==> src/qspi_pkg.sv <==
// shared types and constants for the quad-SPI memory controller
// holds the request, APB and configuration structs, the FSM state enum,
// the register map and the register reset values
package qspi_pkg;

	typedef enum logic [1:0] {
		size_byte = 2'd0,
		size_half = 2'd1,
		size_word = 2'd2
	} xfer_size_e;

	typedef enum logic [2:0] {
		st_idle,
		st_cmd,
		st_adr,
		st_wait,
		st_rdata,
		st_wdata,
		st_ce_turn
	} qspi_state_e;

	// one host transfer, chip select in addr[25:24]
	typedef struct packed {
		logic        is_write;
		xfer_size_e  size;
		logic [25:0] addr;
		logic [31:0] wdata;
	} mem_req_t;

	typedef struct packed {
		logic        psel;
		logic        penable;
		logic        pwrite;
		logic [7:0]  paddr;
		logic [31:0] pwdata;
	} apb_req_t;

	typedef struct packed {
		logic [3:0] latency0;
		logic [3:0] latency1;
		logic [3:0] latency2;
		logic [9:0] sck_div;
		logic [7:0] rd_cmd;
		logic [7:0] wr_cmd;
	} qspi_cfg_t;

	typedef struct packed {
		logic fall;
		logic sample;
	} sck_evt_t;

	// register map
	localparam logic [7:0] reg_latency0 = 8'h00;
	localparam logic [7:0] reg_latency1 = 8'h04;
	localparam logic [7:0] reg_latency2 = 8'h08;
	localparam logic [7:0] reg_sck_div  = 8'h0C;
	localparam logic [7:0] reg_rd_cmd   = 8'h10;
	localparam logic [7:0] reg_wr_cmd   = 8'h14;

	localparam logic [3:0] latency_rst = 4'd7;
	localparam logic [9:0] sck_div_rst = 10'd3;
	localparam logic [7:0] rd_cmd_rst  = 8'hEB;
	localparam logic [7:0] wr_cmd_rst  = 8'h38;

	localparam int sync_stages = 3;
	localparam int cmd_bits    = 8;
	localparam int adr_nibbles = 6;
	localparam int num_ce      = 3;
	localparam int sck_div_min = 3;

	// index of the last data nibble for a transfer size
	function automatic logic [2:0] nibble_last(xfer_size_e size);
		case (size)
			size_byte: return 3'd1;
			size_half: return 3'd3;
			default:   return 3'd7;
		endcase
	endfunction

endpackage

==> src/qspi_sequencer.sv <==
`timescale 1ns/1ps
// transfer FSM of the quad-SPI controller
// steps through command, address, dummy and data phases on SCK fall
// strobes, drives the chip selects and the host completion pulses
module qspi_sequencer import qspi_pkg::*; (
	input  logic              clk,
	input  logic              rst_n,
	input  qspi_cfg_t         cfg,
	input  sck_evt_t          evt,
	input  mem_req_t          req,
	input  logic              busy,
	output qspi_state_e       state,
	output logic [2:0]        beat,
	output logic              drive_en,
	output logic              capture,
	output logic [num_ce-1:0] ce_n,
	output logic              done,
	output logic              read_valid,
	output logic              write_finish
);

	qspi_state_e state_q;
	logic [3:0] cnt;
	logic [1:0] chip_q;
	logic rd_done;
	logic [3:0] lat;
	logic [3:0] data_last;
	logic last_sample;
	logic active;
	logic [num_ce-1:0] ce_dec;

	// dummy cycles of the selected chip
	always_comb begin
		case (chip_q)
			2'd0: lat = cfg.latency0;
			2'd1: lat = cfg.latency1;
			default: lat = cfg.latency2;
		endcase
	end

	assign data_last = {1'b0, nibble_last(req.size)};
	assign capture = (state_q == st_rdata) && evt.sample && !rd_done;
	assign last_sample = capture && (cnt == 4'd0);
	assign write_finish = (state_q == st_wdata) && evt.fall && (cnt == 4'd0);
	assign done = read_valid | write_finish;

	always_ff @(posedge clk or negedge rst_n) begin
		if (!rst_n) begin
			state_q <= st_idle;
			cnt <= '0;
			chip_q <= '0;
			rd_done <= 1'b0;
		end else begin
			// read beats advance on sample strobes
			if (capture && cnt != 4'd0)
				cnt <= cnt - 4'd1;
			if (last_sample)
				rd_done <= 1'b1;
			if (evt.fall) begin
				case (state_q)
					st_idle: if (busy) begin
						state_q <= st_cmd;
						cnt <= 4'(cmd_bits - 1);
						chip_q <= req.addr[25:24];
					end
					st_cmd: if (cnt == 4'd0) begin
						state_q <= st_adr;
						cnt <= 4'(adr_nibbles - 1);
					end else begin
						cnt <= cnt - 4'd1;
					end
					st_adr: if (cnt != 4'd0) begin
						cnt <= cnt - 4'd1;
					end else if (req.is_write) begin
						state_q <= st_wdata;
						cnt <= data_last;
					end else if (lat == 4'd0) begin
						state_q <= st_rdata;
						cnt <= data_last;
					end else begin
						state_q <= st_wait;
						cnt <= lat;
					end
					// counts lat down to 1 so exactly lat cycles pass
					st_wait: if (cnt == 4'd1) begin
						state_q <= st_rdata;
						cnt <= data_last;
					end else begin
						cnt <= cnt - 4'd1;
					end
					st_rdata: if (rd_done || last_sample) begin
						state_q <= st_ce_turn;
						rd_done <= 1'b0;
					end
					st_wdata: if (cnt == 4'd0)
						state_q <= st_ce_turn;
					else
						cnt <= cnt - 4'd1;
					default: state_q <= st_idle;
				endcase
			end
		end
	end

	assign active = state_q inside {st_cmd, st_adr, st_wait, st_rdata, st_wdata};

	always_comb begin
		for (int i = 0; i < num_ce; i++)
			ce_dec[i] = !(active && (chip_q == 2'(i)));
	end

	always_ff @(posedge clk or negedge rst_n) begin
		if (!rst_n) begin
			ce_n <= '1;
			read_valid <= 1'b0;
		end else begin
			ce_n <= ce_dec;
			read_valid <= last_sample;
		end
	end

	assign state = state_q;
	assign beat = cnt[2:0];
	assign drive_en = (state_q == st_cmd) || (state_q == st_adr) || (state_q == st_wdata);

endmodule

==> config.mk <==
export PLATFORM = sky130hd
export DESIGN_NAME = qspi_sequencer
export DESIGN_NICKNAME = d
export VERILOG_FILES = /design/src/qspi_pkg.sv /design/src/qspi_sequencer.sv
export SDC_FILE = /design/constraint.sdc
export NUM_CORES = 1
export LEC_CHECK = 0
export ABC_AREA = 1
export BUFFER_PORTS_ARGS = -buffer_cell sky130_fd_sc_hd__buf_2
export CAP_MARGIN = 20
export CORE_MARGIN = 1
export CORE_UTILIZATION = 32
export DETAILED_ROUTE_END_ITERATION = 6
export PLACE_DENSITY = 0.81
export SYNTH_ARGS = -nofsm -noshare
export SYNTH_HDL_FRONTEND = slang
export SYNTH_SLANG_ARGS = --single-unit
==> constraint.sdc <==
create_clock -name clk -period 1.5 [get_ports clk]
set_input_delay 0.075 -clock clk [delete_from_list [all_inputs] [get_ports clk]]
set_output_delay 0.075 -clock clk [all_outputs]
set_load 0.005 [all_outputs]
Word-level counts from Yosys, hierarchy flattened
Cells that the tools add are included.
- reduce and logical (&&, ||, !) cells: 25
- multipliers: 0
- add/sub/neg operators: 1
- equal/unequal tests: 15
- order comparisons: 0
- bitwise gates (word level): 1
- div/mod/pow operators: 0
- shifts and indexed selects: 0
- multiplexer cells: 25
- operators by type and width (operator ; count):
    $mux W4 ; 9
    $mux W3 ; 8
    $pmux W4 S5 ; 1
    $pmux W3 S6 ; 1
    $logic_and A1 B1 Y1 ; 9
    $logic_not A4 Y1 ; 2
    $ne A2 B2 Y1 const B ; 4
    $pmux W4 S2 ; 1
    $reduce_and A7 Y1 ; 1
    $eq A3 B2 Y1 const B ; 2
    $eq A3 B3 Y1 const B ; 2
    $pmux W3 S2 ; 1
    $reduce_bool A5 Y1 ; 1
    $eq A2 B1 Y1 const B ; 2
    $eq A4 B1 Y1 const B ; 1
    $logic_not A1 Y1 ; 4
    $logic_not A2 Y1 ; 2
    $mux W1 ; 4
    $ne A2 B1 Y1 const B ; 2
    $reduce_bool A4 Y1 ; 1
    $sub A4 B1 Y4 const B ; 1
    $eq A3 B1 Y1 const B ; 1
    $logic_not A3 Y1 ; 1
    $logic_or A1 B1 Y1 ; 3
    other kinds (3) ; 3
- memories kept: 0
- memory bits (read-only): 0
- RAM bits: 0
- register bits: 14
- latch bits: 0

Logic depth before layout (Yosys ltp)
Gate-level depths: netlist of the first run.
- depth in word-level cells: 8
- gate-level depth with buffers: 14
- mapped depth without buffers: 13

Worst setup path before layout of the first run
No wires, ideal clock.
- path type: reg2reg
- start point: register cnt[0]
- end point: register cnt[1]
- path buffers: 0
- setup slack: -107 ps
- arrival time: 1484 ps
- data required time: 1378 ps
- stages on the path, launching flop included: 9
- cell sequence: dfrtp_1 > inv_1 > ha_1 > nand2_1 > nand2_1 > nand2_1 > and2_1 > a21oi_1 > a21oi_1
- word-level cells in the longest chain between the ends: 6
- ends and longest elaborated chain (item ; line ; RTL):
    from (decl) ; qspi_sequencer.sv:23 ; logic [3:0] cnt;
    from (signal assigned) ; qspi_sequencer.sv:56 ; cnt <= cnt - 4'd1;
    from (signal assigned) ; qspi_sequencer.sv:63 ; cnt <= 4'(cmd_bits - 1);
    from (signal assigned) ; qspi_sequencer.sv:68 ; cnt <= 4'(adr_nibbles - 1);
    branches (longest 5 deep; another with $sub A4 B1 Y4) ; -- ;
    $mux W4 (*) ; qspi_sequencer.sv:59 ; if (evt.fall) begin
Every way passes the cells marked *.
A chain may end at the register's enable or synchronous reset.

Worst setup path after layout of the first run
- start point: register state_q[1] (netlist: state[1])
- end point: output done
- word-level cells in the longest chain between the ends: 4
- ends and longest elaborated chain (item ; line ; RTL):
    from (decl) ; qspi_sequencer.sv:22 ; qspi_state_e state_q;
    from (signal assigned) ; qspi_sequencer.sv:49 ; state_q <= st_idle;
    from (signal assigned) ; qspi_sequencer.sv:62 ; state_q <= st_cmd;
    from (signal assigned) ; qspi_sequencer.sv:67 ; state_q <= st_adr;
    $eq A3 B3 Y1 ; qspi_sequencer.sv:44 ; assign write_finish = (state_q == st_wdata) && evt.fall && (cnt == 4'd0);
    $logic_and A1 B1 Y1 (2 in a row) ; qspi_sequencer.sv:44 ;
    $or A1 B1 Y1 ; qspi_sequencer.sv:45 ; assign done = read_valid | write_finish;
    to (decl) ; qspi_sequencer.sv:17 ; output logic done,
Every way passes these cells.

==> results of run 1 <==
cell usage after synthesis:
master	count
nor3_1	2
and2_1	1
o22ai_1	1
inv_2	2
inv_1	26
buf_4	3
a21oi_1	10
inv_4	1
nand3b_1	2
nand2_4	3
o21ai_1	1
nand2_1	47
o221ai_1	1
nor2_2	2
nand3_1	12
nand2_2	1
mux2_2	1
xnor2_1	1
ha_1	2
nor2_4	1
o21ai_0	16
a21oi_4	1
nor4_4	1
a211oi_1	1
dfrtp_1	11
or2_2	2
xor2_1	2
nor2_1	18
nand4_1	1
o211ai_1	1
dfstp_2	3
clkbuf_1	1
cell usage in the layout (no fill, tap or decap), types with 6 or more instances in the layout:
cell type,netlist,routed
a21oi_1,10,6
buf_2,0,35
buf_4,3,40
dfrtp_1,11,7
inv_1,26,19
inv_2,2,8
nand2_1,47,34
nand2_2,1,10
nand2_4,3,7
nand3_1,12,9
nor2_1,18,12
nor2_4,1,6
o21ai_0,16,12
worst max path at each step:
stage                          start                   end  cells after the start
2_1_floorplan       cnt[0]$_DFF_PN0_  state[2]$_DFFE_PN0P_                      7
3_3_place_gp   chip_q[0]$_DFFE_PN0P_      cnt[0]$_DFF_PN0_                     13
3_5_place_dp   chip_q[0]$_DFFE_PN0P_      cnt[0]$_DFF_PN0_                     13
4_1_cts         state[1]$_DFFE_PN0P_  state[1]$_DFFE_PN0P_                      9
5_1_grt         state[1]$_DFFE_PN0P_  state[1]$_DFFE_PN0P_                      9
6_report        state[1]$_DFFE_PN0P_                  done                      7
power breakdown:
part           total, W  internal, W  switching [W]
registers      0.000713     0.000554       0.000159
logic           0.00282      0.00134        0.00148
clock network  0.000281     0.000148       0.000134
total           0.00382      0.00205        0.00177
sequential cells by signal, summed over array words and instances (netlist names):
signal      flops
cnt             4
rd_done         1
ce_n            3
chip_q          2
state           3
read_valid      1
through the flow:
stage / setup TNS, ns / area [sq um] / utilization
3_5_place_dp: -0.7204 / 1665 / 0.4875
2_1_floorplan: 0 / 1189 / -
5_1_grt: -2.175 / 1927 / 0.5641
6_report: -1.217 / 1927 / 0.5641
3_3_place_gp: -0.4776 / 1665 / 0.4875
4_1_cts: -0.6759 / 1809 / 0.5297
worst max-delay path, cell delays in order, from the launching register on:
cell,delay (ns)
dfrtp_2,0.45
buf_4,0.16
nor2_4,0.16
nand2_2,0.08
buf_4,0.15
nor3_4,0.16
or2_2,0.12
buf_2,0.09
logic make-up (layout without fill, tap and decap cells):
family / after synthesis / in the layout / share of synthesized area
xor gates and xnor gates: 3 / 3 / 0.02237
muxes: 1 / 1 / 0.009584
adders and majority gates: 2 / 2 / 0.02130
AOI/OAI and AO/OA: 32 / 32 / 0.1544
DFF: 14 / 14 / 0.3014
and+or+nand+nor: 93 / 93 / 0.3738
buffers and inverters: 33 / 111 / 0.1171
final cells by class:
type	instances	area, sq um	area share
Timing Repair Buffer	78	508.0	0.2636
Multi-Input combinational cell	131	852.1	0.4422
Tap cell	46	57.56	0.02987
Clock buffer	4	36.28	0.01883
Sequential cell	14	359.1	0.1864
Inverter	29	113.9	0.05909
per-layer routing:
metal,vias to the layer above,part of all wire
li1,719,-
met1,646,0.44
met2,54,0.47
met3,13,0.052
met4,0,0.031
met5,-,0
repair_timing:
action | CTS | global route
gates resized for setup | 24 | 29
hold buffers | 1 | 0
pin swaps | 3 | 9
setup buffers | 1 | 5
endpoints found under the setup margin | 10 | 13
endpoints found under the hold margin | 14 | 0
==> impl_metrics.ini, run 1 <==
[worst_setup_path]
critPathRequiredTime_ns = 1.42
r2r_end = state[2]$_DFFE_PN0P_
crit_path_max_fanout = 4
r2r_start = state[1]$_DFFE_PN0P_
worstSetupEndpointType = primary output
start_kind = flop
r2r_cells = 9
critPathKind = reg2out
cp.arrival_ns = 1.65
reg2reg_slack_ns = -0.18

[clocking]
cts_made_buffers = 3
ctsRootBufferMaster = clkbuf_4
clk_path_buf_depth = 2
clk_pin_slew_worst_paths_ns = 0.09
htree_levels = 1
clock_sinks = 14
cts_tree = built
insertion_delay_ns = 0.29

[placement]
gp_congestion = 0.9584
place_ws_ns = -0.1212
dp_hpwl_um = 2695
portBuffers = 35
place_inst = 291

[sta]
skew_ns = 0.0005977
report.final.hold_viol_count = 0
max_freq_ghz = 0.5807
setup_ws_ns = -0.2222
timing.hold.ws_ns = 0.02595
setup_viol = 10
rsz0062_at_grt = true
max-slew-margin-rel = 0.7564
post-route-period-util = 1.148
finalCriticalPeriod_ns = 1.722
slew_viol_final = 0
tightest_slew_ns = 0.3627

[yosys]
synth_cells = 178
synth.largest_area_cell = dfrtp_1
synth_top_area_share = 0.2343
synth.net_count = 284
ys_warn_count = 0
synth_area_per_cell_sq_um = 6.600
yosysUniqueCellTypes = 32
ys_ff_latch = 14
synth_area_leaders = dfrtp_1 (23%), nand2_1 (15%), inv_1 (8.3%), o21ai_0 (6.8%), dfstp_2 (6.7%)
synthesis.area_sq_um = 1175
seq_area_frac_synth = 0.3014

[run]
cap_violations = 0

[floorplan]
die_w_um = 62.59
fp.dieH_um = 62.59
io_pins = 118
rows = 21
core_area_sq_um = 3416
die_area_sq_um = 3918
initial_core_util = 0.3440

[drt]
routed_wl_um = 3614
drtPass1Iterations = 4
drc = 0
wire_per_inst_um = 11.97
drtAntennaViolNets = 0
avgViaCountPerCell = 4.742
first_iter_violations = 71
vias = 1432

[global_routing]
grt_pass1_vias = 1374
grtUsageMet2 = 0.3207
antenna_found_initial = 0
grt_overflow = 0
grt_usage = 0.1906
grt_pass1_wl_um = 5982
grt_start_max_net_pins = 15
busiest_layer = met2
grt_use_met3 = 0.01642
grt.met1_usage = 0.2458

[power_and_ir_drop]
powerDensity_nw_per_um2 = 1982
ir_drop_mv = 0.7524
leakagePower_nw = 1.014
fin_total_pwr_w = 0.003818

[final_layout]
areaGrowthSynthToFinish_pct = 64.00
nFillCells = 313
drive_above_1_share = 0.5547
final_nets = 363
diodes = 0
layout.cells.non_filler = 302

[run_status]
status = finished, violations left
violations = negative setup slack

[hold_path]
hold_path.class = in2reg
worstHoldStart = req[56]
hold_depth = 2
holdPathEnd = chip_q[0]$_DFFE_PN0P_
Power figures use the tool's default switching activity.
==> inputs of run 2 (changes only) <==
--- a/config.mk
+++ b/config.mk
@@ -7,7 +7,7 @@
 export LEC_CHECK = 0
 export ABC_AREA = 1
 export BUFFER_PORTS_ARGS = -buffer_cell sky130_fd_sc_hd__buf_2
-export CAP_MARGIN = 20
+export CAP_MARGIN = 0
 export CORE_MARGIN = 1
 export CORE_UTILIZATION = 32
 export DETAILED_ROUTE_END_ITERATION = 6
==> constraint.sdc (replaced) <==
create_clock -name clk -period 1.42 [get_ports clk]
set_input_delay 0.071 -clock clk [delete_from_list [all_inputs] [get_ports clk]]
set_output_delay 0.071 -clock clk [all_outputs]
set_load 0.005 [all_outputs]
==> impl_metrics.ini, run 2 (synthesized netlist as in run 1, its figures left out) <==
[final_layout]
nFillCells = 294
seqCellArea_sq_um = 359.1
largest_reg_flops = 4
layout_common_cells = buf_4 (39), buf_2 (34), nand2_1 (32), inv_1 (19), buf_6 (10)
multi_input_area_sq_um = 964.7
largest-register = cnt
areaGrowthSynthToFinish_pct = 82.32
final_nets = 370
drive_above_1_share = 0.6160
diodes = 0
layout_commonest_cell = buf_4
layout.cells.non_filler = 309

[worst_setup_path]
r2r_cells = 9
critPathKind = reg2out
r2r_start = state[1]$_DFFE_PN0P_
r2r_end = state[1]$_DFFE_PN0P_
crit_chain = inv_1, nor2_4, nand2_1, buf_4, nor3_2, or2_2, buf_2
cp_num_buf_inv = 3
worstSetupEndpointType = primary output
cp.arrival_ns = 1.57
start_kind = flop
reg2reg_slack_ns = -0.18
slowest_stage = dfrtp_1
crit_path_max_fanout = 3
critPathRequiredTime_ns = 1.35
slowest_delay_ns = 0.43
crit_family = simple AND/OR/NAND/NOR gates

[hold_path]
holdPathEnd = chip_q[0]$_DFFE_PN0P_
hold_depth = 2
worstHoldStart = req[56]
hold_path.class = in2reg

[run]
cap_violations = 0

[run_status]
status = finished, violations left
violations = negative setup slack

[power_and_ir_drop]
powerDensity_nw_per_um2 = 2154
ir_drop_mv = 0.7499
leakagePower_nw = 1.075

[floorplan]
initial_core_util = 0.3440
io_pins = 118
core_area_sq_um = 3416
rows = 21
die_area_sq_um = 3918
die_w_um = 62.59
fp.dieH_um = 62.59

[clocking]
ctsRootBufferMaster = clkbuf_4
insertion_delay_ns = 0.30
cts_tree = built
clk_path_buf_depth = 2
htree_levels = 1
clock_sinks = 14
cts_made_buffers = 3
clk_pin_slew_worst_paths_ns = 0.09

[sta]
skew_ns = 0.003252
setup_ws_ns = -0.2203
post-route-period-util = 1.155
tightest_slew_ns = 0.3801
max_freq_ghz = 0.6097
report.final.hold_viol_count = 0
timing.hold.ws_ns = 0.0006738
max-slew-margin-rel = 0.7456
finalCriticalPeriod_ns = 1.640
setup_viol = 13
slew_viol_final = 0
rsz0062_at_grt = true

[drt]
drc = 0
drtAntennaViolNets = 0
wire_per_inst_um = 12.84
vias = 1497
drtPass1Iterations = 4
routed_wl_um = 3969
first_iter_violations = 68
avgViaCountPerCell = 4.845

[placement]
place_inst = 293
gp_congestion = 0.9077
dp_hpwl_um = 2806
portBuffers = 35

[global_routing]
antenna_found_initial = 0
grt_overflow = 0
grt_usage = 0.1989
grt_start_max_net_pins = 15
grt_pass1_wl_um = 6099
grt_pass1_vias = 1442
-- run 2: changes by cell type in the layout (fill, tap and decap cells not counted), moves of 3 or more --
cell / before / now
buf_6: 2 / 10
o21ai_0: 12 / 7
o21ai_1: 3 / 8
nor2_1: 12 / 9
-- run 2: final cells by class --
| type | count | area share |
|---|---|---|
| Clock buffer | 4 | 0.01694 |
| Sequential cell | 14 | 0.1676 |
| Timing Repair Buffer | 85 | 0.2827 |
| Multi-Input combinational cell | 131 | 0.4504 |
| Tap cell | 46 | 0.02687 |
| Inverter | 29 | 0.05549 |
-- run 2: per-layer routing --
layer | wire (um) | share of wire | global-route usage
met1 | 1729 | 0.44 | 0.2553
met3 | 199 | 0.050 | 0.03467
met4 | 88 | 0.022 | 0.08430
met2 | 1952 | 0.49 | 0.3261
met5 | 0 | 0 | 0
-- run 2: worst max-delay path by stage --
stage,to,depth (start not counted),slack [ns],from
floorplan,cnt[2]$_DFF_PN0_,9,-0.06,state[0]$_DFFE_PN0P_
global placement,cnt[1]$_DFF_PN0_,9,-0.13,state[0]$_DFFE_PN0P_
detailed placement,state[1]$_DFFE_PN0P_,9,-0.19,state[1]$_DFFE_PN0P_
CTS,done,6,-0.19,cnt[0]$_DFF_PN0_
global route,state[1]$_DFFE_PN0P_,9,-0.31,state[1]$_DFFE_PN0P_
finish,done,7,-0.22,state[0]$_DFFE_PN0P_
-- run 2: what timing repair did --
action / in CTS / in global routing
pin swaps: 9 / 16
resized for setup: 45 / 37
endpoints found under the setup margin: 13 / 13
buffers inserted: 9 / 5
endpoints found under the hold margin: 14 / 0
hold buffers: 1 / 0
-- run 2: stage by stage --
stage	setup WS, ns	TNS, ns	power [W]	area (sq um)	utilization
after detailed placement	-0.1857	-1.200	0.003277	1707	0.4996
after floorplan	-0.05994	-0.2311	0.002177	1219	-
final	-0.2203	-1.622	0.004613	2142	0.6271
after global placement	-0.1324	-0.7383	0.003234	1707	0.4996
after global routing	-0.3078	-2.823	0.004945	2142	0.6271
after CTS	-0.1889	-1.276	0.004025	1929	0.5648
-- run 2: worst register-to-register path, cell delays in order, from the launching register on --
cell	delay (ns)
dfrtp_2	0.48
nor2_4	0.13
nand2_2	0.08
nor2_4	0.14
inv_2	0.05
o21ai_2	0.14
nor2_2	0.07
nor4_4	0.25
nand2_1	0.10
o21ai_1	0.09
-- run 2: where the power goes --
part	leakage, nW	internal, W	switching [W]	total, W
clock network	0.0210	0.000157	0.000156	0.000312
logic	0.890	0.00174	0.00179	0.00353
registers	0.163	0.000585	0.000188	0.000773
total	1.07	0.00248	0.00213	0.00461
==> inputs of run 3 (changes only) <==
--- a/config.mk
+++ b/config.mk
@@ -10,8 +10,10 @@
 export CAP_MARGIN = 0
 export CORE_MARGIN = 1
 export CORE_UTILIZATION = 32
+export CTS_BUF_LIST = sky130_fd_sc_hd__clkbuf_4 sky130_fd_sc_hd__clkbuf_8 sky130_fd_sc_hd__clkbuf_16
 export DETAILED_ROUTE_END_ITERATION = 6
 export PLACE_DENSITY = 0.81
+export RECOVER_POWER = 25
 export SYNTH_ARGS = -nofsm -noshare
 export SYNTH_HDL_FRONTEND = slang
 export SYNTH_SLANG_ARGS = --single-unit
==> impl_metrics.ini, run 3 (synthesized netlist as in run 1, its figures left out) <==
[power_and_ir_drop]
p_comb_frac = 0.765
fin_total_pwr_w = 0.004613
pwr-share-seq = 0.168
leakagePower_nw = 1.072
pwr-share-clk = 0.068
p_int_w = 0.002482
p_switching_w = 0.002131
powerDensity_nw_per_um2 = 2155
ir_drop_mv = 0.7499
switching_share = 0.4620

[worst_setup_path]
r2r_start = state[1]$_DFFE_PN0P_
r2r_end = state[1]$_DFFE_PN0P_
r2r_cells = 9
start_kind = flop
slowest_delay_ns = 0.43
crit_chain = inv_1, nor2_4, nand2_1, buf_4, nor3_2, or2_2, buf_2
crit_path_max_fanout = 3
critPathKind = reg2out
critPathRequiredTime_ns = 1.35
reg2reg_slack_ns = -0.18
cp.arrival_ns = 1.57
slowest_stage = dfrtp_1
crit_start = state[0]$_DFFE_PN0P_
worstSetupEndpointType = primary output

[run]
cap_violations = 0

[sta]
setup_ws_ns = -0.2203
rsz0062_at_grt = true
max-slew-margin-rel = 0.4342
max_freq_ghz = 0.6097
setup_viol = 13
finalCriticalPeriod_ns = 1.640
slew_viol_final = 0
skew_ns = 0.003252
post-route-period-util = 1.155
tightest_slew_ns = 0.8487
report.final.hold_viol_count = 0

[floorplan]
fp.dieH_um = 62.59
rows = 21
io_pins = 118
die_w_um = 62.59
initial_core_util = 0.3440
die_area_sq_um = 3918
core_area_sq_um = 3416

[final_layout]
drive_above_1_share = 0.6122
nFillCells = 295
stdcell_area_sq_um = 2141
largest-register = cnt
largest_reg_flops = 4
layout_common_cells = buf_4 (39), buf_2 (33), nand2_1 (32), inv_1 (19), buf_6 (10)
diodes = 0
layout_commonest_cell = buf_4
areaGrowthSynthToFinish_pct = 82.21
layout.cells.non_filler = 309
final_nets = 370

[hold_path]
worstHoldStart = req[56]
hold_path.class = in2reg
hold_depth = 2
holdPathEnd = chip_q[0]$_DFFE_PN0P_

[drt]
avgViaCountPerCell = 4.845
drc = 0
vias = 1497
drtAntennaViolNets = 0
wire_per_inst_um = 12.84
first_iter_violations = 68
routed_wl_um = 3967
drtPass1Iterations = 4

[clocking]
clock_sinks = 14
htree_levels = 1
cts_made_buffers = 3
clk_path_buf_depth = 2
insertion_delay_ns = 0.30
cts_tree = built
ctsRootBufferMaster = clkbuf_4
clk_pin_slew_worst_paths_ns = 0.09

[global_routing]
grt_overflow = 0
grt_usage = 0.1989
grt_pass1_vias = 1442
antenna_found_initial = 0
grt_start_max_net_pins = 15
grt_pass1_wl_um = 6099

[placement]
gp_congestion = 0.9077
place_inst = 293
portBuffers = 35
placed_area_sq_um = 1707
dp_hpwl_um = 2806

[run_status]
violations = negative setup slack
status = finished, violations left
-- run 3: what timing repair did --
item / in CTS / in global routing
endpoints found under the setup margin: 13 / 13
hold endpoints to repair: 14 / 0
resized for setup: 45 / 37
hold buffers: 1 / 0
setup buffers: 9 / 5
pin swaps: 9 / 16
-- run 3: metal layers --
metal / global-route usage / vias up / wire, um
met5: 0 / - / 0
met4: 0.08430 / 0 / 88
met3: 0.03467 / 9 / 199
met2: 0.3261 / 52 / 1952
met1: 0.2553 / 698 / 1727
li1: - / 738 / -
-- run 3: worst max-delay path by stage --
stage	slack, ns	to	cells after the start
2_1_floorplan	-0.06	cnt[2]$_DFF_PN0_	9
3_3_place_gp	-0.13	cnt[1]$_DFF_PN0_	9
3_5_place_dp	-0.19	state[1]$_DFFE_PN0P_	9
4_1_cts	-0.19	done	6
5_1_grt	-0.31	state[1]$_DFFE_PN0P_	9
6_report	-0.22	done	7
-- run 3: worst max-delay path, delay by kind of cell, from the launching register on --
family,cells,cell delay [ns]
simple gates,4,0.46
flops,1,0.43
buf+inv,3,0.38
-- run 3: per-stage QoR --
stage | setup TNS (ns) | utilization | setup slack [ns] | hold WS (ns)
after CTS | -1.276 | 0.5648 | -0.1889 | 0.006930
after global routing | -2.823 | 0.6267 | -0.3078 | 0.005369
after detailed placement | -1.200 | 0.4996 | -0.1857 | -0.005031
after global placement | -0.7383 | 0.4996 | -0.1324 | -0.01123
after floorplan | -0.2311 | - | -0.05994 | -0.2246
final | -1.622 | 0.6267 | -0.2203 | 0.0006738
-- run 3: layout make-up --
cell class | instances | area [sq um] | area share
Clock buffer | 4 | 36.28 | 0.01695
Sequential cell | 14 | 359.1 | 0.1677
Timing Repair Buffer | 85 | 604.3 | 0.2823
Tap cell | 46 | 57.56 | 0.02688
Inverter | 29 | 118.9 | 0.05552
Multi-Input combinational cell | 131 | 964.7 | 0.4506
-- run 3: power groups by stage --
stage	logic, W	clock network [W]	registers [W]
floorplan	0.00144	0	0.000732
global placement	0.00251	0	0.000720
detailed placement	0.00254	0	0.000733
CTS	0.00297	0.000306	0.000750
global route	0.00382	0.000334	0.000791
finish	0.00353	0.000312	0.000773
