$ cat config.mk
export PLATFORM = sky130hd
export DESIGN_NAME = qspi_sck_gen
export DESIGN_NICKNAME = d
export VERILOG_FILES = /design/src/qspi_pkg.sv /design/src/qspi_sck_gen.sv
export SDC_FILE = /design/constraint.sdc
export NUM_CORES = 1
export LEC_CHECK = 0
export BUFFER_PORTS_ARGS = -buffer_cell sky130_fd_sc_hd__buf_2
export CORE_MARGIN = 4
export CORE_UTILIZATION = 40
export CTS_CLUSTER_SIZE = 10
export DETAILED_ROUTE_END_ITERATION = 16
export PLACE_DENSITY = 0.75
export SYNTH_ARGS = -nofsm -noshare
export SYNTH_HDL_FRONTEND = slang
export SYNTH_SLANG_ARGS = --single-unit
$ cat constraint.sdc
create_clock -name clk -period 1.6 [get_ports clk]
set_input_delay 0 -clock clk [delete_from_list [all_inputs] [get_ports clk]]
set_output_delay 0 -clock clk [all_outputs]
set_load 0.02 [all_outputs]
$ cat src/qspi_pkg.sv
// shared types and constants for the quad-SPI memory controller
// holds the request, APB and configuration structs, the FSM state enum,
// the register map and the register reset values
package qspi_pkg;

	typedef enum logic [1:0] {
		size_byte = 2'd0,
		size_half = 2'd1,
		size_word = 2'd2
	} xfer_size_e;

	typedef enum logic [2:0] {
		st_idle,
		st_cmd,
		st_adr,
		st_wait,
		st_rdata,
		st_wdata,
		st_ce_turn
	} qspi_state_e;

	// one host transfer, chip select in addr[25:24]
	typedef struct packed {
		logic        is_write;
		xfer_size_e  size;
		logic [25:0] addr;
		logic [31:0] wdata;
	} mem_req_t;

	typedef struct packed {
		logic        psel;
		logic        penable;
		logic        pwrite;
		logic [7:0]  paddr;
		logic [31:0] pwdata;
	} apb_req_t;

	typedef struct packed {
		logic [3:0] latency0;
		logic [3:0] latency1;
		logic [3:0] latency2;
		logic [9:0] sck_div;
		logic [7:0] rd_cmd;
		logic [7:0] wr_cmd;
	} qspi_cfg_t;

	typedef struct packed {
		logic fall;
		logic sample;
	} sck_evt_t;

	// register map
	localparam logic [7:0] reg_latency0 = 8'h00;
	localparam logic [7:0] reg_latency1 = 8'h04;
	localparam logic [7:0] reg_latency2 = 8'h08;
	localparam logic [7:0] reg_sck_div  = 8'h0C;
	localparam logic [7:0] reg_rd_cmd   = 8'h10;
	localparam logic [7:0] reg_wr_cmd   = 8'h14;

	localparam logic [3:0] latency_rst = 4'd7;
	localparam logic [9:0] sck_div_rst = 10'd3;
	localparam logic [7:0] rd_cmd_rst  = 8'hEB;
	localparam logic [7:0] wr_cmd_rst  = 8'h38;

	localparam int sync_stages = 3;
	localparam int cmd_bits    = 8;
	localparam int adr_nibbles = 6;
	localparam int num_ce      = 3;
	localparam int sck_div_min = 3;

	// index of the last data nibble for a transfer size
	function automatic logic [2:0] nibble_last(xfer_size_e size);
		case (size)
			size_byte: return 3'd1;
			size_half: return 3'd3;
			default:   return 3'd7;
		endcase
	endfunction

endpackage

$ cat src/qspi_sck_gen.sv
`timescale 1ns/1ps
// free running SCK divider for the quad-SPI controller
// each SCK half period lasts sck_div+1 clocks, SCK idles high;
// also produces the fall strobe and the delayed read sample strobe
module qspi_sck_gen import qspi_pkg::*; (
	input  logic      clk,
	input  logic      rst_n,
	input  qspi_cfg_t cfg,
	output logic      sck,
	output sck_evt_t  evt
);

	logic [9:0] div_eff;
	logic [9:0] cnt;
	logic half;
	logic sck_q;
	logic [sync_stages:0] sck_hist;

	// never run faster than the sampling path allows
	assign div_eff = (cfg.sck_div < 10'(sck_div_min)) ? 10'(sck_div_min) : cfg.sck_div;
	assign half = (cnt >= div_eff);

	always_ff @(posedge clk or negedge rst_n) begin
		if (!rst_n) begin
			cnt <= '0;
			sck_q <= 1'b1;
			sck_hist <= '1;
		end else begin
			cnt <= half ? 10'd0 : cnt + 10'd1;
			if (half)
				sck_q <= ~sck_q;
			sck_hist <= {sck_hist[sync_stages-1:0], sck_q};
		end
	end

	assign sck = sck_q;
	// sck goes low at the next edge
	assign evt.fall = half & sck_q;
	// rising edge seen through the same depth as the SIO synchronizer
	assign evt.sample = sck_hist[sync_stages-1] & ~sck_hist[sync_stages];

endmodule

Word-level counts from Yosys, hierarchy flattened
Cells that the tools add are included.
{"block": "op_classes", "add_sub_neg": 1, "mul": 0, "n_div": 0, "n_lt_le_gt_ge": 2, "n_eq_ne": 0, "shifts": 0, "mux": 2, "bitwise": 4, "n_reduce_logical": 0}
{"operator": "$mux 10", "n": 2}
{"operator": "$add 10x1->10 const B", "n": 1}
{"operator": "$ge 10x10->1", "n": 1}
{"operator": "$lt 10x2->1 const B", "n": 1}
{"operator": "$and 1x1->1", "n": 2}
{"operator": "$not 1->1", "n": 2}
{"block": "word_totals", "register_bits": 15, "latch_bits": 0, "mem_bits_rw": 0, "mem_bits_ro": 0, "word_cells": 12, "mem_count": 0}

Longest topological paths before layout
Gate-level depths: netlist of the first run.
{"block": "depth", "ltp_word": 4, "depth_mapped": 9}

Worst setup path after synthesis of the first run
Ideal clock, no wire load.
{"block": "synth_path", "path_kind": "reg2reg", "startpoint": "reg cnt[0]", "endpoint": "reg cnt[9]", "setup_ns": 0.071, "t_arrival_ns": 1.523, "t_required_ns": 1.529, "slack_ns": 0.005, "stages_incl_launch_ff": 9, "n_path_buf": 1, "synth_period_minus_slack_ns": 1.595, "cell_sequence": "dfrtp_1 -> inv_1 -> ha_1 -> nand2b_4 -> a211oi_2 -> a2bb2oi_1 -> o21ai_2 -> buf_6 -> nor2_1"}
{"block": "synth_via", "elab_chain_len": 2}
{"element": "start: declaration", "line_no": "qspi_sck_gen.sv:14", "text": "logic [9:0] cnt;"}
{"element": "start signal: assignment", "line_no": "qspi_sck_gen.sv:29", "text": "cnt <= half ? 10'd0 : cnt + 10'd1;"}
{"element": "$add 10x1->10 or $ge 10x10->1 (tied branches)", "line_no": "qspi_sck_gen.sv:29, qspi_sck_gen.sv:21"}
{"element": "$mux 10 (*)", "line_no": "qspi_sck_gen.sv:29"}
Mark *: on every way between the ends. The rest lies on a longest branch, timed or not.
A chain may end at the register's enable or synchronous reset.

==> impl_results.html, run 1 <==
<table>
<tr><th>Metric</th><th>Value</th></tr>
<tr><th colspan="2">Power</th></tr>
<tr><td>Internal power</td><td>1060 uW</td></tr>
<tr><td>Power, Total</td><td>1640 uW</td></tr>
<tr><td>Share of total power in the clock network</td><td>12.8%</td></tr>
<tr><td>Logic pwr share</td><td>approximately 48%</td></tr>
<tr><td>Net switching power of the design</td><td>588 uW</td></tr>
<tr><td>Power per unit of standard cell area</td><td>1400 nW/um^2</td></tr>
<tr><td>Switching Fraction</td><td>35.8%</td></tr>
<tr><td>IR drop worst, VDD</td><td>0.694 mV</td></tr>
<tr><td>Fraction of power consumed by sequential logic</td><td>39.7%</td></tr>
<tr><td>Leakage component of the power</td><td>0.000589 uW</td></tr>
<tr><th colspan="2">CTS</th></tr>
<tr><td>TritonCTS buffer count</td><td>3</td></tr>
<tr><td>Clock sink count</td><td>15</td></tr>
<tr><td>Deepest clock path buffer count</td><td>2</td></tr>
<tr><td>Clk_lat worst skew</td><td>about 280 ps</td></tr>
<tr><td>Clk pin slew, worst setup/hold paths</td><td>approximately 90 ps</td></tr>
<tr><td>TritonCTS clock tree</td><td>yes</td></tr>
<tr><td>H-tree levels</td><td>1</td></tr>
<tr><td>Cell at the root of the clock tree</td><td>clkbuf_4</td></tr>
<tr><th colspan="2">Setup path</th></tr>
<tr><td>Nature of the critical path startpoint</td><td>register</td></tr>
<tr><td>Critical Setup Path Class</td><td>register to output port</td></tr>
<tr><td>Critical R2R Launch</td><td>cnt[0]$_DFF_PN0_</td></tr>
<tr><td>Depth of the most critical reg-to-reg path</td><td>9</td></tr>
<tr><td>Crit path capture type</td><td>output port</td></tr>
<tr><td>Setup slack, reg-to-reg</td><td>-150 ps</td></tr>
<tr><td>Worst setup startpoint</td><td>cnt[0]$_DFF_PN0_</td></tr>
<tr><td>Highest net fanout along the worst path</td><td>2</td></tr>
<tr><td>End point of the critical path</td><td>evt[1]</td></tr>
<tr><td>Crit path arrival time</td><td>1830 ps</td></tr>
<tr><td>Req. time, crit path</td><td>around 1600 ps</td></tr>
<tr><td>Reg-to-reg endpoint</td><td>cnt[8]$_DFF_PN0_</td></tr>
<tr><th colspan="2">Placement</th></tr>
<tr><td>Final weighted congestion in routability-driven placement</td><td>0.809</td></tr>
<tr><td>Setup slack after placement</td><td>-374 ps</td></tr>
<tr><td>Post-placement cell count</td><td>143</td></tr>
<tr><td>Count of input and output buffers</td><td>14</td></tr>
<tr><td>HPWL after DPL</td><td>1470 um</td></tr>
<tr><td>Standard cell area after detailed placement</td><td>1080 um^2</td></tr>
<tr><th colspan="2">Logic synthesis</th></tr>
<tr><td>Avg Synthesized Cell Area</td><td>about 10 um^2</td></tr>
<tr><td>Post-Syn Area</td><td>876 um^2</td></tr>
<tr><td>Count of flip-flops with a built-in enable after synthesis</td><td>0</td></tr>
<tr><td>Proportion of synthesized flip-flops having asynchronous set or reset</td><td>100%</td></tr>
<tr><td>Flops &amp; latches, synth</td><td>15</td></tr>
<tr><td>Main synth FF type</td><td>dfrtp_1</td></tr>
<tr><td>Cell variety after synth</td><td>23</td></tr>
<tr><td>Post-synth net total</td><td>139</td></tr>
<tr><td>Fraction of the yosys area taken by sequential cells</td><td>43.6%</td></tr>
<tr><td>Yosys warning total</td><td>0</td></tr>
<tr><td>Cells after synthesis</td><td>approximately 90</td></tr>
<tr><th colspan="2">Outcome</th></tr>
<tr><td>Result of the run</td><td>complete, but fails checks</td></tr>
<tr><td>Violations in the final reports</td><td>setup timing</td></tr>
<tr><th colspan="2">Cells and area</th></tr>
<tr><td>Final std cell area, no fill</td><td>1170 um^2</td></tr>
<tr><td>Area Growth Syn to Fin</td><td>33.7%</td></tr>
<tr><td>Final core utilization</td><td>57.9%</td></tr>
<tr><td>Antenna diode instance count</td><td>0</td></tr>
<tr><td>Number of nets at the end of the flow</td><td>around 170</td></tr>
<tr><td>Non-filler cells, final</td><td>roughly 150</td></tr>
<tr><td>Number of filler instances in the final layout</td><td>179</td></tr>
<tr><td>Layout cells sized above 1</td><td>41.8%</td></tr>
<tr><th colspan="2">Global routing</th></tr>
<tr><td>Global-route wire length before repair</td><td>2980 um</td></tr>
<tr><td>Maximum number of pins on one net before global-route repair</td><td>16</td></tr>
<tr><td>All-layer global routing usage</td><td>14.5%</td></tr>
<tr><td>Via count of the first global-routing pass</td><td>690</td></tr>
<tr><td>Antenna violations before repair</td><td>0</td></tr>
<tr><td>Total gr overflow</td><td>0</td></tr>
<tr><th colspan="2">STA</th></tr>
<tr><td>Setup Skew</td><td>~7.6 ps</td></tr>
<tr><td>Worst path setup slack after routing</td><td>-227 ps</td></tr>
<tr><td>Final period demand of the worst path</td><td>1830 ps</td></tr>
<tr><td>Worst slew margin relative to its limit</td><td>76.1%</td></tr>
<tr><td>Worst Max-Slew Pin Slew</td><td>355 ps</td></tr>
<tr><td>Timing-limited maximum frequency</td><td>547 MHz</td></tr>
<tr><td>Setup repair after global routing missed its margin</td><td>true</td></tr>
<tr><td>Count of final max-slew check failures</td><td>0</td></tr>
<tr><td>Final setup viols</td><td>12</td></tr>
<tr><td>Final number of hold-violating endpoints</td><td>0</td></tr>
<tr><td>Final worst path period share</td><td>114%</td></tr>
<tr><th colspan="2">Die</th></tr>
<tr><td>Core ar.</td><td>2020 um^2</td></tr>
<tr><td>Num rows</td><td>16</td></tr>
<tr><td>Starting density of the core</td><td>43.3%</td></tr>
<tr><td>Floorplan die area</td><td>3000 um^2</td></tr>
<tr><td>Io pins</td><td>43</td></tr>
<tr><td>Y dimension of the die</td><td>54.8 um</td></tr>
<tr><td>Die outline width</td><td>54.8 um</td></tr>
<tr><th colspan="2">Route</th></tr>
<tr><td>Routed WL</td><td>1870 um</td></tr>
<tr><td>Drt drc</td><td>0</td></tr>
<tr><td>DRC marker count from the first detailed-route iteration</td><td>9</td></tr>
<tr><td>Total iterations of the first detailed-routing run</td><td>4</td></tr>
<tr><td>Routed len/inst</td><td>roughly 13 um</td></tr>
<tr><td>Total via count in the routed design</td><td>between 700 and 800</td></tr>
<tr><td>ANT nets after route</td><td>0</td></tr>
<tr><td>Vias per inst</td><td>4.89</td></tr>
<tr><th colspan="2">Run</th></tr>
<tr><td>MaxCap Viol Count</td><td>0</td></tr>
<tr><th colspan="2">Min path</th></tr>
<tr><td>Type of the most critical hold path</td><td>primary input to asynchronous set/reset pin</td></tr>
</table>
## through the flow
stage	TNS, ps	hold slack [ps]
after global routing	-2660	177
after global placement	-2340	-90.1
after CTS	-1710	137
after detailed placement	-4050	-89.0
after floorplan	0	-296
final	-1590	160
## repair_timing
| item | 4_1_cts | 5_1_grt |
|---|---|---|
| resized for setup | 9 | 4 |
| pin swaps | 4 | 1 |
| endpoints found under the hold margin | 15 | 0 |
| setup buffers | 1 | 0 |
| setup endpoints to repair | 12 | 12 |
| cloned | 0 | 0 |
| hold buffers | 1 | 0 |
## sequential cells by signal (all words and copies together) (netlist names)
signal / cells
sck_hist: 4
cnt: 10
sck: 1
## metal layers
metal,global-route usage (%),vias up,routed length [um]
met4,7.47,0,26
met3,1.63,2,66
met5,0,-,0
met2,25.0,14,1000
li1,-,364,-
met1,17.5,348,777
## how the worst min path moves through the flow
stage / startpoint / endpoint / slack, ps
global route: rst_n / cnt[7]$_DFF_PN0_ / 180
CTS: rst_n / cnt[7]$_DFF_PN0_ / 140
detailed placement: rst_n / cnt[7]$_DFF_PN0_ / -90
global placement: rst_n / cnt[7]$_DFF_PN0_ / -90
finish: rst_n / cnt[7]$_DFF_PN0_ / 160
floorplan: rst_n / cnt[0]$_DFF_PN0_ / -300
## worst max-delay path, stage by stage, from the launching register on
cell and delay, ps:
dfrtp_1 360, inv_1 50, ha_1 260, nand2b_4 150, a211oi_4 210, a2bb2oi_2 180, o21ai_2 90, and2_4 140
buf_6 120
## cell type report
cell class,instances,area (um^2),area share (%)
clock inverters,1,5.00,0.427
inverters,12,45.0,3.85
clock buffers,3,22.5,1.92
multi-input cells,60,473,40.4
well taps,27,33.8,2.88
repair buffers,31,210,17.9
flip-flops and latches,15,382,32.6
## layout by cell type (no fill, tap or decap), drive strengths merged
| cell type | n |
|---|---|
| nand3 | 6 |
| clkinv | 1 |
| buf | 30 |
| a2bb2oi | 1 |
| nand4 | 2 |
| dlygate4sd3 | 1 |
| dfrtp | 10 |
| inv | 12 |
| xnor2 | 5 |
| a41oi | 1 |
| o21ai | 2 |
| ha | 11 |
| xor2 | 4 |
| nand2 | 2 |
| a21o | 1 |
| nor2 | 15 |
| nand2b | 1 |
| a21oi | 2 |
| a211oi | 2 |
| nor4 | 3 |
| nor2b | 1 |
| clkbuf | 3 |
| dfstp | 5 |
| and2 | 1 |
## cells in the mapped netlist (all sizes together), types with 3 or more instances
master,count,share of area [%]
inv,12,5.1
nor4,3,2.1
ha,11,16
dfstp,5,15
xnor2,5,5.0
xor2,4,4.0
dfrtp,10,29
nand3,6,3.4
nor2,15,6.4
## power by group through the flow
stage	sequential, uW	combinational [uW]	clock (uW)
finish	652	782	211
global route	669	877	231
CTS	654	748	220
detailed placement	659	693	0
global placement	649	667	0
floorplan	700	380	0
## logic make-up after synthesis
kind of cell / share of synthesized area (%)
AO/OA/AOI/OAI: 7.86
XOR/XNOR: 9.00
adder cells (fa/ha/maj): 15.7
buffers and inverters: 6.43
flip-flops: 43.6
AND/OR/NAND/NOR: 17.4
Power figures use the tool's default switching activity.
==> inputs of run 2 (changes only) <==
- CAP_MARGIN: default -> 0
- CORE_UTILIZATION: 40 -> 42
- CTS_BUF_LIST: default -> sky130_fd_sc_hd__clkbuf_8
- PLACE_DENSITY: 0.75 -> 0.78
==> run 2 against run 1 <==
  * The flow still finishes with violations (setup timing)
  * Highest routed layer unchanged
  * Clock skew down 5.5 ps
  * Clock power increased by 46%
  * Largest cell class unchanged
  * Sequential cell count is the same
  * Sequential power increased by 0.9%
  * Critical path type unchanged
  * Count of clock-buffer cells in the layout did not move
  * Utilization increased by 2.5 points
==> impl_results.html, run 2 (same netlist as run 1, synthesis figures left out) <==
<table>
<tr><th>Metric</th><th>Value</th></tr>
<tr><th colspan="2">Power</th></tr>
<tr><td>Switching Fraction</td><td>about a third</td></tr>
<tr><td>Fraction of power consumed by sequential logic</td><td>between 30% and 40%</td></tr>
<tr><td>Leakage component of the power</td><td>0.000596 uW</td></tr>
<tr><td>Internal power</td><td>1150 uW</td></tr>
<tr><td>Power per unit of standard cell area</td><td>1490 nW/um^2</td></tr>
<tr><td>Logic pwr share</td><td>45.3%</td></tr>
<tr><td>Net switching power of the design</td><td>around 620 uW</td></tr>
<tr><td>Share of total power in the clock network</td><td>17.5%</td></tr>
<tr><td>IR drop worst, VDD</td><td>0.696 mV</td></tr>
<tr><th colspan="2">STA</th></tr>
<tr><td>Timing-limited maximum frequency</td><td>~540 MHz</td></tr>
<tr><td>Count of final max-slew check failures</td><td>0</td></tr>
<tr><td>Setup Skew</td><td>2.09 ps</td></tr>
<tr><td>Final setup viols</td><td>12</td></tr>
<tr><td>Worst slew margin relative to its limit</td><td>75.7%</td></tr>
<tr><td>Worst Max-Slew Pin Slew</td><td>between 300 and 400 ps</td></tr>
<tr><td>Final number of hold-violating endpoints</td><td>0</td></tr>
<tr><td>Final period demand of the worst path</td><td>between 1500 and 2000 ps</td></tr>
<tr><td>Final TNS setup</td><td>-2190 ps</td></tr>
<tr><td>Final worst hold slack</td><td>190 ps</td></tr>
<tr><td>Worst path setup slack after routing</td><td>-253 ps</td></tr>
<tr><td>Final worst path period share</td><td>116%</td></tr>
<tr><td>Setup repair after global routing missed its margin</td><td>true</td></tr>
<tr><th colspan="2">Placement</th></tr>
<tr><td>Final weighted congestion in routability-driven placement</td><td>~0.82</td></tr>
<tr><td>Count of input and output buffers</td><td>14</td></tr>
<tr><td>HPWL after DPL</td><td>1490 um</td></tr>
<tr><th colspan="2">Route</th></tr>
<tr><td>Total via count in the routed design</td><td>728</td></tr>
<tr><td>ANT nets after route</td><td>0</td></tr>
<tr><td>Total iterations of the first detailed-routing run</td><td>4</td></tr>
<tr><td>Routed len/inst</td><td>13.1 um</td></tr>
<tr><td>DRC marker count from the first detailed-route iteration</td><td>6</td></tr>
<tr><td>Drt drc</td><td>0</td></tr>
<tr><td>Vias per inst</td><td>4.89</td></tr>
<tr><td>Routed WL</td><td>about 2000 um</td></tr>
<tr><th colspan="2">Outcome</th></tr>
<tr><td>Violations in the final reports</td><td>setup timing</td></tr>
<tr><td>Result of the run</td><td>complete, but fails checks</td></tr>
<tr><th colspan="2">Die</th></tr>
<tr><td>Num rows</td><td>16</td></tr>
<tr><td>Y dimension of the die</td><td>roughly 54 um</td></tr>
<tr><td>Starting density of the core</td><td>around 45%</td></tr>
<tr><td>Floorplan die area</td><td>about 2900 um^2</td></tr>
<tr><td>Core ar.</td><td>1960 um^2</td></tr>
<tr><td>Die outline width</td><td>53.7 um</td></tr>
<tr><td>Io pins</td><td>43</td></tr>
<tr><th colspan="2">Global routing</th></tr>
<tr><td>Total gr overflow</td><td>0</td></tr>
<tr><td>Via count of the first global-routing pass</td><td>740</td></tr>
<tr><td>Maximum number of pins on one net before global-route repair</td><td>16</td></tr>
<tr><td>All-layer global routing usage</td><td>16.6%</td></tr>
<tr><td>Global-route wire length before repair</td><td>3190 um</td></tr>
<tr><td>Antenna violations before repair</td><td>0</td></tr>
<tr><th colspan="2">CTS</th></tr>
<tr><td>Clk pin slew, worst setup/hold paths</td><td>60 ps</td></tr>
<tr><td>TritonCTS clock tree</td><td>yes</td></tr>
<tr><td>Cell at the root of the clock tree</td><td>clkbuf_8</td></tr>
<tr><td>Clk_lat worst skew</td><td>250 ps</td></tr>
<tr><td>TritonCTS buffer count</td><td>3</td></tr>
<tr><td>Clock sink count</td><td>15</td></tr>
<tr><td>Deepest clock path buffer count</td><td>2</td></tr>
<tr><td>H-tree levels</td><td>1</td></tr>
<tr><th colspan="2">Cells and area</th></tr>
<tr><td>Max FFs per register</td><td>10</td></tr>
<tr><td>Number of nets at the end of the flow</td><td>174</td></tr>
<tr><td>Layout cells sized above 1</td><td>between 40 and 50%</td></tr>
<tr><td>Most flops, register</td><td>cnt</td></tr>
<tr><td>Commonest non-fill, non-tap cells in the layout</td><td>buf_4, buf_2, inv_1</td></tr>
<tr><td>Storage element area</td><td>382 um^2</td></tr>
<tr><td>Most common library cell in the layout ignoring fill and taps</td><td>buf_4</td></tr>
<tr><td>Area used by multi-input combinational logic</td><td>roughly 470 um^2</td></tr>
<tr><td>Area Growth Syn to Fin</td><td>35.3%</td></tr>
<tr><td>Antenna diode instance count</td><td>0</td></tr>
<tr><td>Number of filler instances in the final layout</td><td>177</td></tr>
<tr><th colspan="2">Setup path</th></tr>
<tr><td>Highest net fanout along the worst path</td><td>2</td></tr>
<tr><td>Req. time, crit path</td><td>1600 ps</td></tr>
<tr><td>Crit path arrival time</td><td>1850 ps</td></tr>
<tr><td>Crit path capture type</td><td>output port</td></tr>
<tr><td>Critical Setup Path Class</td><td>register to output port</td></tr>
<tr><td>Nature of the critical path startpoint</td><td>register</td></tr>
<tr><td>Depth of the most critical reg-to-reg path</td><td>9</td></tr>
<tr><th colspan="2">Run</th></tr>
<tr><td>MaxCap Viol Count</td><td>0</td></tr>
<tr><th colspan="2">Min path</th></tr>
<tr><td>Type of the most critical hold path</td><td>primary input to asynchronous set/reset pin</td></tr>
</table>
[run 2: routing by layer]
metal / GRT usage [%] / routed length (um)
met1: 18.2 / 814
met5: 0 / 0
met3: 2.77 / 71
met2: 27.0 / 974
met4: 14.9 / 90
[run 2: path summary, 6_finish.rpt]
| path | slack (ps) | from | to |
|---|---|---|---|
| min in group clk | 360 | sck_hist[0]$_DFF_PN1_ | sck_hist[1]$_DFF_PN1_ |
| max in group asynchronous | 1110 | rst_n | sck_hist[2]$_DFF_PN1_ |
| worst min register to register | 360 | sck_hist[0]$_DFF_PN1_ | sck_hist[1]$_DFF_PN1_ |
| worst min-delay path | 190 | rst_n | cnt[6]$_DFF_PN0_ |
| worst max-delay path | -250 | cnt[0]$_DFF_PN0_ | evt[1] |
| worst max register to register | -220 | cnt[0]$_DFF_PN0_ | cnt[6]$_DFF_PN0_ |
[run 2: timing repair]
item | CTS | global route
setup buffers | 1 | 0
endpoints found under the hold margin | 15 | 0
setup endpoints to repair | 12 | 12
pin swaps | 5 | 0
hold buffers | 1 | 0
resized for setup | 5 | 7
[run 2: power by group through the flow]
stage / logic [uW] / registers [uW] / clock network (uW)
after floorplan: 380 / 700 / 0
after detailed placement: 696 / 661 / 0
after global placement: 665 / 649 / 0
after global routing: 889 / 676 / 332
after CTS: 738 / 657 / 319
final: 801 / 658 / 309
[run 2: area by class of cell]
class,count,area share [%]
inverter,12,3.80
timing repair buffer,31,17.7
clock inverter,1,0.422
sequential,15,32.2
clock buffer,3,3.48
multi-input combinational,60,39.5
tap,27,2.85
[run 2: per-stage QoR]
stage               power, uW  util [%]  area [um^2]  instances  setup slack (ps)
floorplan                1080         -          876         88              5.13
global placement         1310      55.1         1080        143              -217
detailed placement       1360      55.1         1080        143              -378
CTS                      1710      59.2         1160        149              -222
global route             1900      60.4         1180        149              -297
finish                   1770      60.4         1180        149              -253
[run 2: worst max-delay path, stage by stage (launching register included)]
cell       delay (ps)
dfrtp_1           340
inv_1              50
ha_1              270
nand2b_4          150
a211oi_4          230
a2bb2oi_2         210
o21ai_2           100
and2_4            140
buf_6             120
==> inputs of run 3 (changes only) <==
--- a/config.mk
+++ b/config.mk
@@ -14,4 +14,5 @@
 export DETAILED_ROUTE_END_ITERATION = 16
 export PLACE_DENSITY = 0.78
+export SLEW_MARGIN = 40
 export SYNTH_ARGS = -nofsm -noshare
 export SYNTH_HDL_FRONTEND = slang
==> constraint.sdc (replaced) <==
create_clock -name clk -period 1.6 [get_ports clk]
set_input_delay 0.16 -clock clk [delete_from_list [all_inputs] [get_ports clk]]
set_output_delay 0.16 -clock clk [all_outputs]
set_load 0.02 [all_outputs]
==> run 3 against run 2 <==
  * The run still ends with setup timing left
  * Worst hold slack better by 150 ps
  * Global-route usage is 0.097 points higher
  * Die area stayed put
  * Sequential cell count stayed put
  * Final cell count is 2.0% higher
  * Worst setup slack worse by 140 ps
  * Clock power is 4% lower
  * Combinational power is 31% higher
  * Critical path depth is 1 higher
  * Sequential share of layout area is 4.5 points lower
  * Count of clock-buffer cells in the layout stayed put
  * Critical path type is now primary input to output port
  * Critical endpoint unchanged
  * Highest routed layer unchanged
==> impl_results.html, run 3 (same netlist as run 1, synthesis figures left out) <==
<table>
<tr><th>Metric</th><th>Value</th></tr>
<tr><th colspan="2">Outcome</th></tr>
<tr><td>Result of the run</td><td>complete, but fails checks</td></tr>
<tr><td>Violations in the final reports</td><td>setup timing</td></tr>
<tr><th colspan="2">Power</th></tr>
<tr><td>Share of total power in the clock network</td><td>14.7%</td></tr>
<tr><td>Fraction of power consumed by sequential logic</td><td>32.9%</td></tr>
<tr><td>Internal power</td><td>1270 uW</td></tr>
<tr><td>Power per unit of standard cell area</td><td>between 1000 and 1500 nW/um^2</td></tr>
<tr><td>Net switching power of the design</td><td>about 740 uW</td></tr>
<tr><td>Logic pwr share</td><td>52.3%</td></tr>
<tr><td>Power, Total</td><td>2010 uW</td></tr>
<tr><td>Leakage component of the power</td><td>0.000631 uW</td></tr>
<tr><td>Switching Fraction</td><td>36.8%</td></tr>
<tr><td>IR drop worst, VDD</td><td>1.10 mV</td></tr>
<tr><th colspan="2">Global routing</th></tr>
<tr><td>Global-route wire length before repair</td><td>3370 um</td></tr>
<tr><td>All-layer global routing usage</td><td>between 15 and 20%</td></tr>
<tr><td>Via count of the first global-routing pass</td><td>approximately 780</td></tr>
<tr><td>Maximum number of pins on one net before global-route repair</td><td>16</td></tr>
<tr><td>Total gr overflow</td><td>0</td></tr>
<tr><td>Antenna violations before repair</td><td>0</td></tr>
<tr><th colspan="2">Setup path</th></tr>
<tr><td>Req. time, crit path</td><td>1440 ps</td></tr>
<tr><td>Kind of cell with the highest combined delay on the critical path</td><td>compound AO/OA/AOI/OAI gates</td></tr>
<tr><td>Worst stage delay on the critical path</td><td>between 300 and 400 ps</td></tr>
<tr><td>Highest net fanout along the worst path</td><td>2</td></tr>
<tr><td>Crit path arrival time</td><td>1840 ps</td></tr>
<tr><td>Slowest-stage cell, CP</td><td>ha_1</td></tr>
<tr><td>Nature of the critical path startpoint</td><td>primary input</td></tr>
<tr><td>Count of buffer and inverter cells on the critical path</td><td>2</td></tr>
<tr><td>Most frequent cell on the critical path</td><td>buf_6</td></tr>
<tr><td>Critical Setup Path Class</td><td>primary input to output port</td></tr>
<tr><td>Crit path capture type</td><td>output port</td></tr>
<tr><td>Ordered list of cells on the worst path</td><td>buf_6, nor4_4, a21oi_1, ha_1, a211oi_4, a2bb2oi_2, o21ai_2, and2_4, buf_6</td></tr>
<tr><th colspan="2">STA</th></tr>
<tr><td>Worst Max-Slew Pin Slew</td><td>between 300 and 400 ps</td></tr>
<tr><td>Final period demand of the worst path</td><td>2000 ps</td></tr>
<tr><td>Timing-limited maximum frequency</td><td>501 MHz</td></tr>
<tr><td>Worst path setup slack after routing</td><td>-397 ps</td></tr>
<tr><td>Count of final max-slew check failures</td><td>0</td></tr>
<tr><td>Final worst hold slack</td><td>339 ps</td></tr>
<tr><td>Final worst path period share</td><td>125%</td></tr>
<tr><td>Setup Skew</td><td>0.547 ps</td></tr>
<tr><td>Worst slew margin relative to its limit</td><td>78.0%</td></tr>
<tr><td>Final setup viols</td><td>12</td></tr>
<tr><td>Final number of hold-violating endpoints</td><td>0</td></tr>
<tr><td>Setup repair after global routing missed its margin</td><td>true</td></tr>
<tr><th colspan="2">Die</th></tr>
<tr><td>Y dimension of the die</td><td>53.7 um</td></tr>
<tr><td>Die outline width</td><td>53.7 um</td></tr>
<tr><td>Starting density of the core</td><td>44.6%</td></tr>
<tr><td>Core ar.</td><td>1960 um^2</td></tr>
<tr><td>Io pins</td><td>43</td></tr>
<tr><td>Floorplan die area</td><td>2880 um^2</td></tr>
<tr><td>Num rows</td><td>16</td></tr>
<tr><th colspan="2">CTS</th></tr>
<tr><td>TritonCTS buffer count</td><td>3</td></tr>
<tr><td>H-tree levels</td><td>1</td></tr>
<tr><td>Clk pin slew, worst setup/hold paths</td><td>60 ps</td></tr>
<tr><td>Cell at the root of the clock tree</td><td>clkbuf_8</td></tr>
<tr><td>TritonCTS clock tree</td><td>yes</td></tr>
<tr><td>Deepest clock path buffer count</td><td>2</td></tr>
<tr><td>Clock sink count</td><td>15</td></tr>
<tr><td>Clk_lat worst skew</td><td>about 250 ps</td></tr>
<tr><th colspan="2">Route</th></tr>
<tr><td>Total iterations of the first detailed-routing run</td><td>4</td></tr>
<tr><td>DRC marker count from the first detailed-route iteration</td><td>6</td></tr>
<tr><td>Drt drc</td><td>0</td></tr>
<tr><td>Amount of wire on met2 after detailed routing</td><td>1380 um</td></tr>
<tr><td>Routed len/inst</td><td>15.7 um</td></tr>
<tr><td>Vias per inst</td><td>5.10</td></tr>
<tr><td>ANT nets after route</td><td>0</td></tr>
<tr><td>Uppermost layer routed</td><td>met4</td></tr>
<tr><td>Routed WL</td><td>2390 um</td></tr>
<tr><td>Met3 Routed Length</td><td>a little under 70 um</td></tr>
<tr><td>Total via count in the routed design</td><td>775</td></tr>
<tr><td>WL met1</td><td>between 900 and 1000 um</td></tr>
<tr><th colspan="2">Cells and area</th></tr>
<tr><td>Commonest non-fill, non-tap cells in the layout</td><td>buf_4, inv_1, dfrtp_1</td></tr>
<tr><td>Layout cells sized above 1</td><td>50.4%</td></tr>
<tr><td>Antenna diode instance count</td><td>0</td></tr>
<tr><td>Number of nets at the end of the flow</td><td>177</td></tr>
<tr><td>Max FFs per register</td><td>10</td></tr>
<tr><td>Most common library cell in the layout ignoring fill and taps</td><td>buf_4</td></tr>
<tr><td>Area Growth Syn to Fin</td><td>57.3%</td></tr>
<tr><td>Most flops, register</td><td>cnt</td></tr>
<tr><th colspan="2">Min path</th></tr>
<tr><td>Type of the most critical hold path</td><td>primary input to asynchronous set/reset pin</td></tr>
<tr><th colspan="2">Placement</th></tr>
<tr><td>Setup slack after placement</td><td>-424 ps</td></tr>
<tr><td>Final weighted congestion in routability-driven placement</td><td>0.779</td></tr>
<tr><td>Count of input and output buffers</td><td>14</td></tr>
<tr><td>HPWL after DPL</td><td>between 1500 and 2000 um</td></tr>
<tr><th colspan="2">Run</th></tr>
<tr><td>MaxCap Viol Count</td><td>0</td></tr>
</table>
==> run 3: changes by cell type in the layout (fill, tap and decap cells not counted), sizes merged <==
cell,change
buf,+3
clkinv,-1
inv,+1
==> run 3: per-layer routing <==
metal / vias up / track usage [%]
met5: - / 0
met4: 0 / 7.23
met3: 2 / 6.09
met2: 15 / 28.4
met1: 391 / 18.4
li1: 367 / -
==> run 3: final cells by class <==
cell class	instances	area (um^2)
Multi-Input combinational cell	60	591
Fill cell	134	584
Sequential cell	15	382
Timing Repair Buffer	34	282
Inverter	12	45.0
Clock buffer	3	41.3
Tap cell	27	33.8
Clock inverter	1	3.75
==> run 3: repair_timing <==
| item | 4_1_cts | 5_1_grt |
|---|---|---|
| pin swaps | 5 | 6 |
| endpoints found under the setup margin | 12 | 12 |
| hold buffers | 1 | 0 |
| hold endpoints to repair | 10 | 0 |
| buffers inserted | 4 | 1 |
| cloned | 1 | 0 |
| resized for setup | 25 | 17 |
==> run 3: final timing paths <==
check                                      start                    end  slack, ps  cells past startpoint
min in group clk           sck_hist[0]$_DFF_PN1_  sck_hist[1]$_DFF_PN1_        360                      0
max                                      cfg[22]                 evt[1]       -400                      9
max reg2reg                     cnt[0]$_DFF_PN0_        sck$_DFFE_PN1P_       -320                     10
min                                        rst_n       cnt[5]$_DFF_PN0_        340                      2
max in group asynchronous                  rst_n  sck_hist[3]$_DFF_PN1_        970                      2
min reg2reg                sck_hist[0]$_DFF_PN1_  sck_hist[1]$_DFF_PN1_        360                      0
==> run 3: power by group through the flow <==
stage / Clock, uW / Sequential (uW) / Combinational [uW]
after floorplan: 0 / 701 / 412
after global placement: 0 / 652 / 720
after detailed placement: 0 / 660 / 761
after CTS: 301 / 655 / 910
after global routing: 324 / 678 / 1130
final: 296 / 661 / 1050
==> run 3: worst reg2reg max path, stage by stage, from the launching register on <==
cell and delay [ps]:
dfrtp_1 390, inv_2 80, ha_4 200, nand2b_4 140, a211oi_4 220, a2bb2oi_2 190, o21ai_2 80, buf_4 140
buf_6 120, buf_12 140, xor2_1 160
==> run 3: stage by stage <==
stage | util (%) | cell area (um^2) | std cells | setup TNS (ps)
floorplan | - | 913 | 88 | -116
global placement | 57.0 | 1120 | 143 | -2670
detailed placement | 57.0 | 1120 | 143 | -4060
CTS | 66.1 | 1300 | 152 | -3020
global route | 70.2 | 1380 | 152 | -3860
finish | 70.2 | 1380 | 152 | -3270
